`src/design/axil_ram_pkg.sv`:
```
package axil_ram_pkg;

    localparam int addr_width  = 32;
    localparam int data_width  = 32;
    localparam int strb_width  = data_width / 8;
    localparam int index_width = addr_width - $clog2(strb_width);

    typedef logic [addr_width-1:0]  addr_t;
    typedef logic [data_width-1:0]  data_t;
    typedef logic [strb_width-1:0]  strb_t;
    typedef logic [index_width-1:0] index_t;
    typedef logic [2:0]             prot_t;

    // AXI response codes
    typedef enum logic [1:0] {
        resp_okay   = 2'b00,
        resp_slverr = 2'b10,
        resp_decerr = 2'b11
    } resp_e;

    typedef struct packed {
        addr_t addr;
        prot_t prot;
    } axil_aw_t;

    typedef struct packed {
        data_t data;
        strb_t strb;
    } axil_w_t;

    typedef struct packed {
        resp_e resp;
    } axil_b_t;

    typedef struct packed {
        addr_t addr;
        prot_t prot;
    } axil_ar_t;

    typedef struct packed {
        data_t data;
        resp_e resp;
    } axil_r_t;

    // Requests towards the storage block
    typedef struct packed {
        index_t index;
        data_t  data;
        strb_t  strb;
    } mem_wr_req_t;

    typedef struct packed {
        index_t index;
    } mem_rd_req_t;

    // Word aligned and inside the array
    function automatic logic addr_valid(addr_t addr, int unsigned size);
        logic aligned;
        logic in_range;
        aligned  = (addr[$clog2(strb_width)-1:0] == '0);
        in_range = (addr[addr_width-1:$clog2(strb_width)] < size);
        return aligned && in_range;
    endfunction

endpackage

```
`src/design/axil_ram_write.sv`:
```
module axil_ram_write
    import axil_ram_pkg::*;
#(
    parameter int unsigned SIZE = 1024
) (
    input  logic        seq,
    input  logic        arst_n,
    input  logic        pause,

    input  axil_aw_t    aw,
    input  logic        aw_valid,
    output logic        aw_ready,

    input  axil_w_t     w,
    input  logic        w_valid,
    output logic        w_ready,

    output axil_b_t     b,
    output logic        b_valid,
    input  logic        b_ready,

    output mem_wr_req_t wr_req,
    output logic        wr_valid,
    input  logic        wr_ready
);

    axil_aw_t aw_q;
    logic     aw_full;
    axil_w_t  w_q;
    logic     w_full;
    axil_b_t  b_q;

    logic take_aw;
    logic take_w;
    logic pair_ready;
    logic addr_ok;
    logic done;

    // One slot per channel, refilled once the pair has retired
    assign aw_ready = !aw_full && !pause;
    assign w_ready  = !w_full && !pause;
    assign take_aw  = aw_valid && aw_ready;
    assign take_w   = w_valid && w_ready;

    // Pair only retires when the B register is free
    assign pair_ready = aw_full && w_full && !b_valid;
    assign addr_ok    = addr_valid(aw_q.addr, SIZE);

    assign wr_valid = pair_ready && addr_ok;
    // Decode errors skip the memory
    assign done     = pair_ready && (!addr_ok || wr_ready);

    assign wr_req.index = aw_q.addr[addr_width-1:addr_width-index_width];
    assign wr_req.data  = w_q.data;
    assign wr_req.strb  = w_q.strb;

    assign b = b_q;

    always_ff @(posedge seq or negedge arst_n) begin
        if (!arst_n) begin
            aw_full <= 1'b0;
        end else if (take_aw) begin
            aw_full <= 1'b1;
        end else if (done) begin
            aw_full <= 1'b0;
        end
    end

    always_ff @(posedge seq or negedge arst_n) begin
        if (!arst_n) begin
            w_full <= 1'b0;
        end else if (take_w) begin
            w_full <= 1'b1;
        end else if (done) begin
            w_full <= 1'b0;
        end
    end

    always_ff @(posedge seq) begin
        if (take_aw) begin
            aw_q <= aw;
        end
        if (take_w) begin
            w_q <= w;
        end
    end

    always_ff @(posedge seq or negedge arst_n) begin
        if (!arst_n) begin
            b_valid <= 1'b0;
        end else if (done) begin
            b_valid <= 1'b1;
        end else if (b_ready) begin
            b_valid <= 1'b0;
        end
    end

    always_ff @(posedge seq) begin
        if (done) begin
            b_q.resp <= addr_ok ? resp_okay : resp_decerr;
        end
    end

endmodule

```
`config.mk`:
```
export PLATFORM = sky130hd
export DESIGN_NAME = axil_ram_write
export DESIGN_NICKNAME = d
export VERILOG_FILES = /design/src/design/axil_ram_pkg.sv /design/src/design/axil_ram_write.sv
export SDC_FILE = /design/constraint.sdc
export NUM_CORES = 1
export LEC_CHECK = 0
export BUFFER_PORTS_ARGS = -buffer_cell sky130_fd_sc_hd__buf_2
export CORE_MARGIN = 5
export CORE_UTILIZATION = 40
export DETAILED_ROUTE_END_ITERATION = 8
export PLACE_DENSITY = 0.86
export SYNTH_ARGS = -nofsm -noshare
export SYNTH_HDL_FRONTEND = slang
export SYNTH_SLANG_ARGS = --single-unit
```
`constraint.sdc`:
```
create_clock -name seq -period 5.3 [get_ports seq]
set_input_delay 0.53 -clock seq [delete_from_list [all_inputs] [get_ports seq]]
set_output_delay 0.53 -clock seq [all_outputs]
set_load 0.02 [all_outputs]
```
* Word-level counts from Yosys, hierarchy flattened
Cells that the tools add are included.
** Storage, ports and cells
- Logic and storage cells :: 33
- Flip-flop bits (word level) :: 73
- Bits of input ports :: 78
** Operators by class
- Muxes and demuxes :: 6
- Order comparisons :: 1
- Reductions and logical operators :: 19
** Operators with widths (number)
- 30-bit by 11-bit < comparator with 1-bit output, second input constant :: 1
- 1-bit logical AND :: 9
- 2-bit nonzero test :: 3
- 1-bit logical NOT :: 5
- 1-bit 2-to-1 mux :: 5
- 2-bit logical NOT :: 1
- 2-bit 2-to-1 mux :: 1
- 1-bit logical OR :: 1

* Longest topological paths before layout
- Word-level depth :: 7
- Gate-level depth with buffers :: 4
- Gate-level depth less buffers :: 4

* Worst setup path before layout
OpenSTA, ideal clock, no wires.
- Path type :: input port to flip-flop
- Start point :: input pause
- End point :: register w_q, in the netlist wr_req[0] (enable)
- Data arrival time :: 1.821 ns
- Library setup time :: 0.397 ns
- Path buffers :: 0
- Required time :: 4.903 ns
- Stages on the path :: 2
- Setup slack :: 3.082 ns
- Cells stage by stage :: nor2_1 and2_1
** Between the ends
- Word-level cells in the longest chain between the ends :: 3
** Ends and longest elaborated chain
- start, declared :: line axil_ram_write.sv:8 : input logic pause,
- 1-bit logical NOT :: line axil_ram_write.sv:41 : assign w_ready = !w_full && !pause;
- 1-bit logical AND :: line axil_ram_write.sv:41
- 1-bit logical AND :: line axil_ram_write.sv:43 : assign take_w = w_valid && w_ready;
- named net take_w :: line axil_ram_write.sv:34 : logic take_w;
- end signal, assigned :: line axil_ram_write.sv:84 : w_q <= w;
- end, declared :: line axil_ram_write.sv:29 : axil_w_t w_q;
The timed path passes the listed nets, and every way through them passes these cells.
A chain may end at the register's enable or synchronous reset.

* Final worst setup path
- Start point :: register aw_q, in the netlist wr_req[63]
- End point :: output wr_valid
** Between the ends
- Word-level cells in the longest chain between the ends :: 3
** Ends and longest elaborated chain
- start, declared :: line axil_ram_write.sv:27 : axil_aw_t aw_q;
- start signal, assigned :: line axil_ram_write.sv:81 : aw_q <= aw;
- 30-bit by 11-bit < comparator with 1-bit output :: line axil_ram_pkg.sv:61 : in_range = (addr[addr_width-1:$clog2(strb_width)] < size);
- 1-bit logical AND :: line axil_ram_pkg.sv:62 : return aligned && in_range;
- 1-bit logical AND :: line axil_ram_write.sv:49 : assign wr_valid = pair_ready && addr_ok;
- end, declared :: line axil_ram_write.sv:23 : output logic wr_valid,
Every way passes these cells.

==> summary.md <==
| Metric | Value |
|---|---|
| Number of synthesized register bits | between 70 and 80 |
| HPWL Detailed | 4150 µm |
| Syn Std Cell Area | 2520 µm² |
| CP peak stage delay | 0.38 ns |
| Min Tclk post-route | between 2 and 2.5 ns |
| Final setup fails | 0 |
| Top-Level Pins | 150 |
| Status | finished, final reports clean |
| Met2 usage | 0.214 |
| H-Tree Depth | 3 |
| Port bufs | 146 |
| Syn avg cell area | 19.9 µm² |
| PwrDens | between 300 and 400 nW/µm² |
| Routability Congestion | 0.673 |
| Min-Delay Path Class | primary input to register |
| Starting Density | 0.404 |
| First-pass GRT wire length | 7660 µm |
| Nets | 333 |
| Hold EP | wr_req[51] |
| Post-synth net total | ~200 |
| Worst Path Buf+Inv | 1 |
| Pre-antenna DRT Iters | 4 |
| Crit-path max FO | 4 |
| Post-synthesis simple-gate area fraction | 0.0382 |
| Worst EP required | 4.77 ns |
| Post-Synth Adder-Cell Area | 0 |
| Reg2reg end | b[0] |
| All-layer global routing usage | 0.137 |
| Slew @ Worst Pin | 0.792 ns |
| # clock sinks | 72 |
| Worst hold start | aw[20] |
| CTS clock-pin slew for the worst setup and hold paths | 0.08 ns |
| Xor/xnor cell area share of the yosys netlist | 0 |
| Max cap viols | 0 |
| Gr busiest metal | met2 |
| RSZ-0062 raised after global routing | false |
| Clock Latency Late Sink | 0.33 ns |
| Mux share of post-synthesis cell area | 0 |
| Drt wl/cell | 15.7 µm |
| Initial antenna violation count | 0 |
| TritonCTS clock tree | built |
| Top delay family on crit path | simple AND/OR/NAND/NOR gates |
| Drt first-iter violations | 68 |
| VDD IR max | 0.000201 V |
| Headroom to the max-slew limit | 0.472 |
| Met3 global-route usage | 0.0774 |
| Die width | 89.4 µm |
| Yosys warns | 0 |
| Hold path depth | 1 |
| R2r startpoint | wr_req[63] |
| CP endpoint kind | output port |
| R2R depth | 4 |
| Post-route cell area | 3290 µm² |
| Die ar. | 7990 µm² |
| Clock skew | 0.00985 ns |
| Detailed-route wire length | 5300 µm |
| Die height | between 80 and 90 µm |
| Via Count | 1,505 |
| Antenna Cells | 0 |
| Arrival time worst endpoint | 1.91 ns |
| Aggregate global routing overflow | 0 |
| Syn Inst Count | ~130 |
| Vias/cell | 4.47 |
| Library cells used by synthesis | 15 |
| Crit-path cells | nor4_1, nand4_1, or2_1, nor3_1, buf_2 |
| Leakage | approximately 1.4 nW |
| Post-synthesis sequential area ratio | 0.852 |
| Fin crit share | 0.460 |
| Final Hold Viols | 0 |
| Largest net degree at the start of global routing | 38 |
| TritonCTS Buffers | 9 |
| CP Class | register to output port |
| Largest family of logic cells by synthesized area | buffers and inverters |
| Core Region | 6240 µm² |
| Clk root buf | clkbuf_8 |
| Worst reg2reg setup slack | about 3.6 ns |
| CP Launch Type | register |
| Setup ws final | around 2.9 ns |
| Layout cells sized above 1 | 0.623 |
| Critical path's slowest cell | edfxtp_1 |
| Hold slack | 0.367 ns |
| Setup TNS | 0 ns |
| GR Util met1 | 0.147 |
| Pre-CTS setup slack | 3.14 ns |
| Max-slew violation count | 0 |
| Row cnt | 29 |
| Synthesis-to-layout area growth | 30.5% |
| Final ANT Viol Nets | 0 |
| Fmax | 410 MHz |
| Bufs on Longest Clock Path | 2 |
| Vias in the first global route | 1,597 |
| DP Area | 3120 µm² |
| Number of remaining DRC errors | 0 |
| Post-CTS Setup Bufs | 0 |
| Fraction of the mapped netlist area in compound gates | 0.0164 |
-- sequential cells by signal (all words and copies together), names as in the netlist --
signal and cells:
w_full 1, aw_full 1, aw_q 2, wr_req 66
b_valid 1, b 1
-- layout by cell type, fill, tap and decap left out, types with 2 or more instances in the layout --
cell      Yosys  routed
buf_2         0     146
edfxtp_1     69      69
clkbuf_8      0       9
nor4_1        5       5
clkinv_2      0       5
nor2_1        4       4
dfrtp_1       3       3
nand2_1       2       2
and2_1        3       2
o311ai_0      2       2
a21o_1        2       2
clkbuf_1      0       2
-- cells by family after synthesis --
kind of cell	Yosys count
AOI/OAI and AO/OA	5
buffers and inverters	32
and+or+nand+nor	18
DFF	72
-- where the power goes --
part	leakage [nW]	internal [mW]	switching, mW
clock	0.0866	0.166	0.184
sequential	0.671	0.701	0.0264
combinational	0.629	0.0709	0.138
-- metrics by stage --
step            util  power (mW)  std cells
2_1_floorplan      -       0.879        127
3_3_place_gp   0.501       0.941        320
3_5_place_dp   0.501       0.953        320
4_1_cts        0.527        1.31        337
5_1_grt        0.527        1.36        337
6_report       0.527        1.29        337
-- Yosys cell counts --
master	count	area [µm²]
nor4_1	5	31.3
nor2_1	4	15.0
nand2_1	2	7.51
a21o_1	2	15.0
nand4_1	1	6.26
o311ai_0	2	17.5
edfxtp_1	69	2070
or2_1	1	6.26
dfrtp_1	3	75.1
o2bb2ai_1	1	8.76
buf_4	31	233
and2_1	3	18.8
inv_1	1	3.75
or3_1	1	6.26
nor3_1	1	5.00
-- what timing repair did --
item | 4_1_cts | 5_1_grt
hold buffers | 1 | 0
endpoints found under the hold margin | 3 | 0
resized for setup | 0 | 0
-- final cells by class --
cell class,instances,area [µm²]
fillers,548,2950
flip-flops and latches,72,2150
repair buffers,148,748
multi-input cells,23,139
clock buffers,11,131
well taps,77,96.3
clock inverters,5,25.0
inverters,1,3.75
-- routing by layer --
layer,part of all wire,up-vias
met3,0.15,11
met1,0.35,687
met4,0.019,0
met5,0,-
li1,-,703
met2,0.48,104
-- worst max path at each step --
| stage | slack [ns] | cells after the start | end | start |
|---|---|---|---|---|
| 3_3_place_gp | 3.16 | 5 | wr_valid | wr_req[63] |
| 5_1_grt | 2.66 | 5 | wr_valid | wr_req[63] |
| 6_report | 2.86 | 5 | wr_valid | wr_req[63] |
| 3_5_place_dp | 3.14 | 5 | wr_valid | wr_req[63] |
| 4_1_cts | 2.78 | 5 | wr_valid | wr_req[63] |
| 2_1_floorplan | 3.08 | 2 | wr_req[0] | pause |
Power figures use the tool's default switching activity.
