**config.mk**
```make
export PLATFORM = sky130hd
export DESIGN_NAME = axil_ram_read
export DESIGN_NICKNAME = d
export VERILOG_FILES = /design/src/design/axil_ram_pkg.sv /design/src/design/axil_ram_read.sv
export SDC_FILE = /design/constraint.sdc
export NUM_CORES = 1
export LEC_CHECK = 0
export ABC_AREA = 1
export BUFFER_PORTS_ARGS = -buffer_cell sky130_fd_sc_hd__buf_2
export CAP_MARGIN = 10
export CORE_MARGIN = 4
export CORE_UTILIZATION = 45
export CTS_BUF_LIST = sky130_fd_sc_hd__clkbuf_2 sky130_fd_sc_hd__clkbuf_4 sky130_fd_sc_hd__clkbuf_8
export CTS_CLUSTER_SIZE = 14
export DETAILED_ROUTE_END_ITERATION = 8
export MAX_ROUTING_LAYER = met4
export PLACE_DENSITY = 0.8
export SLEW_MARGIN = 40
export SYNTH_ARGS = -nofsm -noshare
export SYNTH_HDL_FRONTEND = slang
export SYNTH_SLANG_ARGS = --single-unit
```
**constraint.sdc**
```tcl
create_clock -name seq -period 2.2 [get_ports seq]
set_input_delay 0.11 -clock seq [delete_from_list [all_inputs] [get_ports seq]]
set_output_delay 0.11 -clock seq [all_outputs]
set_load 0.005 [all_outputs]
```
**src/design/axil_ram_pkg.sv**
```systemverilog
package axil_ram_pkg;

    localparam int addr_width  = 32;
    localparam int data_width  = 32;
    localparam int strb_width  = data_width / 8;
    localparam int index_width = addr_width - $clog2(strb_width);

    typedef logic [addr_width-1:0]  addr_t;
    typedef logic [data_width-1:0]  data_t;
    typedef logic [strb_width-1:0]  strb_t;
    typedef logic [index_width-1:0] index_t;
    typedef logic [2:0]             prot_t;

    // AXI response codes
    typedef enum logic [1:0] {
        resp_okay   = 2'b00,
        resp_slverr = 2'b10,
        resp_decerr = 2'b11
    } resp_e;

    typedef struct packed {
        addr_t addr;
        prot_t prot;
    } axil_aw_t;

    typedef struct packed {
        data_t data;
        strb_t strb;
    } axil_w_t;

    typedef struct packed {
        resp_e resp;
    } axil_b_t;

    typedef struct packed {
        addr_t addr;
        prot_t prot;
    } axil_ar_t;

    typedef struct packed {
        data_t data;
        resp_e resp;
    } axil_r_t;

    // Requests towards the storage block
    typedef struct packed {
        index_t index;
        data_t  data;
        strb_t  strb;
    } mem_wr_req_t;

    typedef struct packed {
        index_t index;
    } mem_rd_req_t;

    // Word aligned and inside the array
    function automatic logic addr_valid(addr_t addr, int unsigned size);
        logic aligned;
        logic in_range;
        aligned  = (addr[$clog2(strb_width)-1:0] == '0);
        in_range = (addr[addr_width-1:$clog2(strb_width)] < size);
        return aligned && in_range;
    endfunction

endpackage

```
**src/design/axil_ram_read.sv**
```systemverilog
module axil_ram_read
    import axil_ram_pkg::*;
#(
    parameter int unsigned SIZE = 1024
) (
    input  logic        seq,
    input  logic        arst_n,
    input  logic        pause,

    input  axil_ar_t    ar,
    input  logic        ar_valid,
    output logic        ar_ready,

    output axil_r_t     r,
    output logic        r_valid,
    input  logic        r_ready,

    output mem_rd_req_t rd_req,
    output logic        rd_valid,
    input  logic        rd_ready,
    input  data_t       rd_data,
    input  logic        rd_data_valid
);

    axil_ar_t ar_q;
    logic     ar_full;
    axil_r_t  r_q;
    logic     err_pend;

    logic take_ar;
    logic addr_ok;
    logic r_free;
    logic issue_err;
    logic ar_done;

    assign ar_ready = !ar_full && !pause;
    assign take_ar  = ar_valid && ar_ready;
    assign addr_ok  = addr_valid(ar_q.addr, SIZE);

    // R must be empty by the time the result lands, and nothing else may be headed there
    assign r_free = (!r_valid || r_ready) && !rd_data_valid && !err_pend;

    assign rd_valid  = ar_full && addr_ok && r_free;
    assign issue_err = ar_full && !addr_ok && r_free;
    assign ar_done   = (rd_valid && rd_ready) || issue_err;

    assign rd_req.index = ar_q.addr[addr_width-1:addr_width-index_width];

    assign r = r_q;

    always_ff @(posedge seq or negedge arst_n) begin
        if (!arst_n) begin
            ar_full <= 1'b0;
        end else if (take_ar) begin
            ar_full <= 1'b1;
        end else if (ar_done) begin
            ar_full <= 1'b0;
        end
    end

    always_ff @(posedge seq) begin
        if (take_ar) begin
            ar_q <= ar;
        end
    end

    // Error reads take the same one-cycle step as memory reads
    always_ff @(posedge seq or negedge arst_n) begin
        if (!arst_n) begin
            err_pend <= 1'b0;
        end else begin
            err_pend <= issue_err;
        end
    end

    always_ff @(posedge seq or negedge arst_n) begin
        if (!arst_n) begin
            r_valid <= 1'b0;
        end else if (rd_data_valid || err_pend) begin
            r_valid <= 1'b1;
        end else if (r_ready) begin
            r_valid <= 1'b0;
        end
    end

    always_ff @(posedge seq) begin
        if (rd_data_valid) begin
            r_q.data <= rd_data;
            r_q.resp <= resp_okay;
        end else if (err_pend) begin
            r_q.data <= '0;
            r_q.resp <= resp_decerr;
        end
    end

endmodule

```
======== After elaboration in Yosys (flattened, before gate mapping) ========
Index checks and enable logic that the tools add are counted.
storage, ports and cells
  logic and storage cells ................. 36
  register bits ........................... 68
  input bits .............................. 74
  output and inout bits ................... 67
operators by class
  muxes and demuxes ....................... 6
  $lt $le $gt $ge ......................... 1
  reductions and logical operators ........ 23
operator list
  cell                                                                    count
  34-bit two-way mux                                                      2
  30-bit by 11-bit < comparator with 1-bit output, second input constant  1
  1-bit logical AND                                                       10
  1-bit logical NOT                                                       6
  2-bit nonzero test                                                      3
  1-bit two-way mux                                                       4
  1-bit logical OR                                                        3
  2-bit logical NOT                                                       1

======== Longest topological paths before layout ========
  depth after elaboration ................. 9
  depth in mapped cells ................... 7
  depth with buffers taken out ............ 7

======== Worst setup path after synthesis ========
Ideal clock, no wire load.
  path kind ............................... reg-to-reg
  start ................................... register ar_full
  end ..................................... register ar_q[3] (netlist bit) (enable)
  data required time ...................... 1813 ps
  path buffers ............................ 0
  data arrival time ....................... 1270 ps
  setup time .............................. 387 ps
  cell stages (with the launch flop) ...... 4
  setup slack ............................. 543 ps
  period minus slack after synthesis ...... 1657 ps
  cells stage by stage .................... dfrtp_1 -> nor2_1 -> nand2_1 -> inv_1
between the ends
  longest elaborated chain between the ends .. 3
RTL lines
  item                    RTL line             text
  start, declared         axil_ram_read.sv:26  logic ar_full;
  start signal, assigned  axil_ram_read.sv:53  ar_full <= 1'b0;
  start signal, assigned  axil_ram_read.sv:55  ar_full <= 1'b1;
  start signal, assigned  axil_ram_read.sv:57  ar_full <= 1'b0;
  1-bit logical NOT       axil_ram_read.sv:36  assign ar_ready = !ar_full && !pause;
  1-bit logical AND       axil_ram_read.sv:36
  net ar_ready            axil_ram_read.sv:12  output logic ar_ready,
  1-bit logical AND       axil_ram_read.sv:37  assign take_ar = ar_valid && ar_ready;
  net take_ar             axil_ram_read.sv:30  logic take_ar;
  end signal, assigned    axil_ram_read.sv:63  ar_q <= ar;
  end, declared           axil_ram_read.sv:25  axil_ar_t ar_q;
The timed path passes the listed nets, and every way through them passes these cells.
A chain may end at the register's enable or synchronous reset.

======== Worst setup path in the final report ========
  start ................................... register ar_q[4] (netlist bit)
  end ..................................... output port rd_valid
between the ends
  longest elaborated chain between the ends .. 4
RTL lines
  item                            RTL line             text
  2-bit logical NOT               axil_ram_pkg.sv:60   aligned = (addr[$clog2(strb_width)-1:0] == '0);
  1-bit logical AND               axil_ram_pkg.sv:62   return aligned && in_range;
  1-bit logical AND (2 in a row)  axil_ram_read.sv:43  assign rd_valid = ar_full && addr_ok && r_free;
  end, declared                   axil_ram_read.sv:19  output logic rd_valid,
Every way passes these cells.

==> results <==
- The run finished with clean final reports.
- The synthesized-area fraction occupied by and/or/nand/nor cells is 10.07%.
- The portion of synthesized area spent on multiplexers is 0%.
- The synthesized area per cell is 13.14 um2.
- Setup total negative slack on the finished layout was measured at 0 ns.
- The sequential share of power is 57.4%.
- TritonCTS built the clock tree.
- The number of H-tree branching levels is 3.
- The startpoint type of the worst setup path is a flop.
- The main combinational cell family by area after synthesis is buffers and inverters.
- The share of total power consumed by net switching is 22.92%.
- The worst-path maximum fanout is 2.
- The final hold violation count is 0.
- In this run the tightest slew margin relative to its limit is 73.29%.
- The top cell types in the final layout, fill and taps aside, are 137 x sky130_fd_sc_hd__buf_2, 64 x sky130_fd_sc_hd__edfxtp_1, 42 x sky130_fd_sc_hd__nand2_1.
- The critical path is of the reg2out type.
- The count of placed standard cells including taps is 383.
- For the pin with the worst max-slew slack, the measured transition is 0.4006 ns.
- The number of warnings reported in the yosys synthesis log is 0.
- The number of max-cap violations is 0.
- The count of vias placed by the detailed router is 1844.
- In this run the remaining antenna-violating nets after routing total 0.
- In this run the standard cell core region covers 5675 um2.
- The number of nets in the synthesized netlist is 280.
- The number of antenna violations at the first check in global routing is 0.
- The synthesized design contains 68 register bits.
- Yosys attributes the largest share of cell area to sky130_fd_sc_hd__edfxtp_1 71%, sky130_fd_sc_hd__buf_4 8.6%, sky130_fd_sc_hd__nand2_1 5.8%, sky130_fd_sc_hd__inv_1 5.1%, sky130_fd_sc_hd__dfrtp_1 2.8%.
- The number of cells on the worst reg-to-reg path is 4.
- The biggest area consumer among synthesized cells is sky130_fd_sc_hd__edfxtp_1.
- The clock network fraction of total power is 30.7%.
- The logic gate share of total power is 11.9%.
- The count of buffers added on input and output ports is 137.
- The post-CTS setup buffer count is 0.
- For this run the aggregate overflow at the end of global routing stands at 0.
- The worst hold path passes through 3 cells.
- The most common cell after layout, fill and taps aside is sky130_fd_sc_hd__buf_2.
- Once layout is complete, the cells apart from fillers number 432.
- Setup slack on the worst reg-to-reg path comes out at 0.78 ns.
- The leakage power is 1.874 nW.
- The power density over the cells is 734.9 nW/um2.
- STA puts the critical path data arrival time at 1.38 ns.
- The count of unique library cells instantiated by Yosys is 16.
- The clock-pin slew reported for the worst setup and hold paths after clock tree synthesis is 0.07 ns.
- Summing the areas of all compound-gate instances in the mapped netlist gives 0.6007% of the synthesized area.
- The clock reaches the later pin of the worst-skew pair after 0.32 ns.
- The peak supply drop is 0.0005370 V.
- The post-synthesis cell count is 206.
- In this run, CTS created clock tree buffers numbering 9.
- The count of routing violations after the opening detailed-route iteration is 98.
- The setup-violating endpoint count in the final report is 0.
- Relative to the synthesized area, the layout overhead comes to 38.12%.
- Summing the areas of all fa, ha and maj instances in the mapped netlist gives 0% of the synthesized area.
- The via count of the first global-routing pass is 2002.
- The total detailed-routing wirelength is 5982 um.
- The top-area cell type share of the netlist area is 70.98%.
- The cell-internal power is 0.002118 W.
- After detailed routing, the number of vias per cell comes to 4.269.
- The share of synthesized area occupied by flip-flops and latches is 74.49%.
- Across every metal layer, demand over resource in global routing totals 17.49%.
- In this run the critical register-to-register path is captured at rd_req[23].
- The detailed-router iteration count before antenna repair is 4.
- Setup repair after global routing left no endpoint under its margin.
- The floorplan die width is 85.57 um.
- The I/O pin count is 141.
- For this design the total switching power over the nets is 0.0006300 W.
- The reg-to-reg critical path startpoint is ar_full.
- Derived from the worst setup path, the maximum achievable clock frequency is 671.8 MHz.
- The start point of the worst hold path is rd_data[30].
- The placed wire-length estimate is 4134 um.
- The ratio of final minimum period to clock period is 67.66%.
- The die covers 7322 um2.
- The final max-slew violation count is 0.
- The fraction of final layout cells sized beyond drive strength 1 is 44.72%.
- After the last flow step, the layout net total stands at 429.
- The vertical die dimension is 85.57 um.
- The final routed DRC violation total is 0.
- The floorplan has 27 rows.
- Clock tree synthesis found a total of 68 sinks.
- 0 antenna diodes ended up in the layout.
- The path class of the tightest hold or removal check is in2reg.
- The congestion estimate from routability-driven global placement came to 0.7694.
- The setup skew after layout is 0.005556 ns.
- The largest net degree at the start of global routing is 34.
- CTS placed an instance of sky130_fd_sc_hd__clkbuf_8 at the clock tree root.
- Dividing the detail-routed wire length by the instance count gives 13.85 um.
- Of the total synthesized cell area, the portion taken by XOR and XNOR cells is 0%.
- The maximum count of clock buffers along a single path is 2.
- The final critical path time including I/O delays and setup is 1.489 ns.
- The terminating pin of the worst hold path is r[32].
- The global-route wire length before repair is 9363 um.
- The starting density of the core is 47.71%.
- The cell area after synthesis is 2708 um2.
- The critical path capture point type is an output port.
- STA puts the critical path data required time at 2.09 ns.
cells in the mapped netlist:
master                     instances
sky130_fd_sc_hd__or2_1             1
sky130_fd_sc_hd__buf_2             3
sky130_fd_sc_hd__dfrtp_1           3
sky130_fd_sc_hd__buf_4            31
sky130_fd_sc_hd__nand3_1           2
sky130_fd_sc_hd__edfxtp_1         64
sky130_fd_sc_hd__buf_6             1
sky130_fd_sc_hd__inv_2             1
sky130_fd_sc_hd__inv_1            37
sky130_fd_sc_hd__nor2_2            1
sky130_fd_sc_hd__a21oi_4           1
sky130_fd_sc_hd__nand4_1           1
sky130_fd_sc_hd__nand2_1          42
sky130_fd_sc_hd__nor2_4            3
sky130_fd_sc_hd__nor2_1           14
sky130_fd_sc_hd__dfxtp_1           1
area by class of cell:
cell class | count | area [um2]
Tap cell | 72 | 90.09
Fill cell | 452 | 1936
Multi-Input combinational cell | 65 | 289.0
Clock buffer | 10 | 131.4
Sequential cell | 68 | 2017
Inverter | 38 | 142.6
Clock inverter | 6 | 31.28
Timing Repair Buffer | 173 | 1039
worst max-delay path: stages (launching register included):
cell                       delay (ns)
sky130_fd_sc_hd__edfxtp_1        0.36
sky130_fd_sc_hd__or2_1           0.24
sky130_fd_sc_hd__nor2_2          0.12
sky130_fd_sc_hd__nand3_1         0.11
sky130_fd_sc_hd__nor2_1          0.10
sky130_fd_sc_hd__buf_2           0.13
per-stage QoR:
| stage | setup slack, ns | hold slack, ns | power (W) | instance area, um2 | util, % |
|---|---|---|---|---|---|
| after floorplan | 0.5434 | -0.1856 | 0.001749 | 2708 | - |
| after global placement | 0.8479 | -0.08642 | 0.001875 | 3247 | 57.21 |
| after detailed placement | 0.8037 | -0.08933 | 0.001891 | 3247 | 57.21 |
| after CTS | 0.6913 | 0.01086 | 0.002782 | 3740 | 65.90 |
| after global routing | 0.5884 | 0.02290 | 0.002886 | 3740 | 65.90 |
| final | 0.7115 | 0.03856 | 0.002748 | 3740 | 65.90 |
registers in the layout, summed over array words and instances, names as in the netlist:
signal,cells
r_valid,1
rd_req,30
err_pend,1
r,33
ar_full,1
ar_q,2
repair_timing:
action,4_1_cts,5_1_grt
gates resized for setup,0,0
setup endpoints to repair,0,0
hold buffers,33,0
hold endpoints to repair,35,0
power by group through the flow:
stage | sequential [W] | combinational, W | clock [W]
detailed placement | 0.00161 | 0.000284 | 0
finish | 0.00158 | 0.000327 | 0.000844
floorplan | 0.00161 | 0.000138 | 0
CTS | 0.00158 | 0.000331 | 0.000873
global route | 0.00159 | 0.000364 | 0.000935
global placement | 0.00160 | 0.000275 | 0
cells by family (layout without fill, tap and decap cells):
family,after synthesis,count (layout)
AND/OR/NAND/NOR,64,64
buffers and inverters,73,227
AO/OA/AOI/OAI,1,1
flip-flops,68,68
layer usage:
metal	up-vias	part of all wire (%)	GRT usage [%]
met5	-	0	-
met4	0	3.3	8.921
met3	17	5.9	3.842
met2	76	59	33.12
met1	836	32	16.24
li1	915	-	-
worst max-delay path by stage:
stage,from,to,slack (ns),cells after the start
after floorplan,ar_full,ar_q[3],0.54,3
after global placement,ar_full,rd_req[5],0.85,4
after detailed placement,ar_full,rd_req[5],0.80,4
after CTS,ar_q[4],rd_valid,0.69,5
after global routing,rd_req[24],rd_valid,0.59,6
final,ar_q[4],rd_valid,0.71,5
No activity file was read; power rests on OpenSTA's default activity.
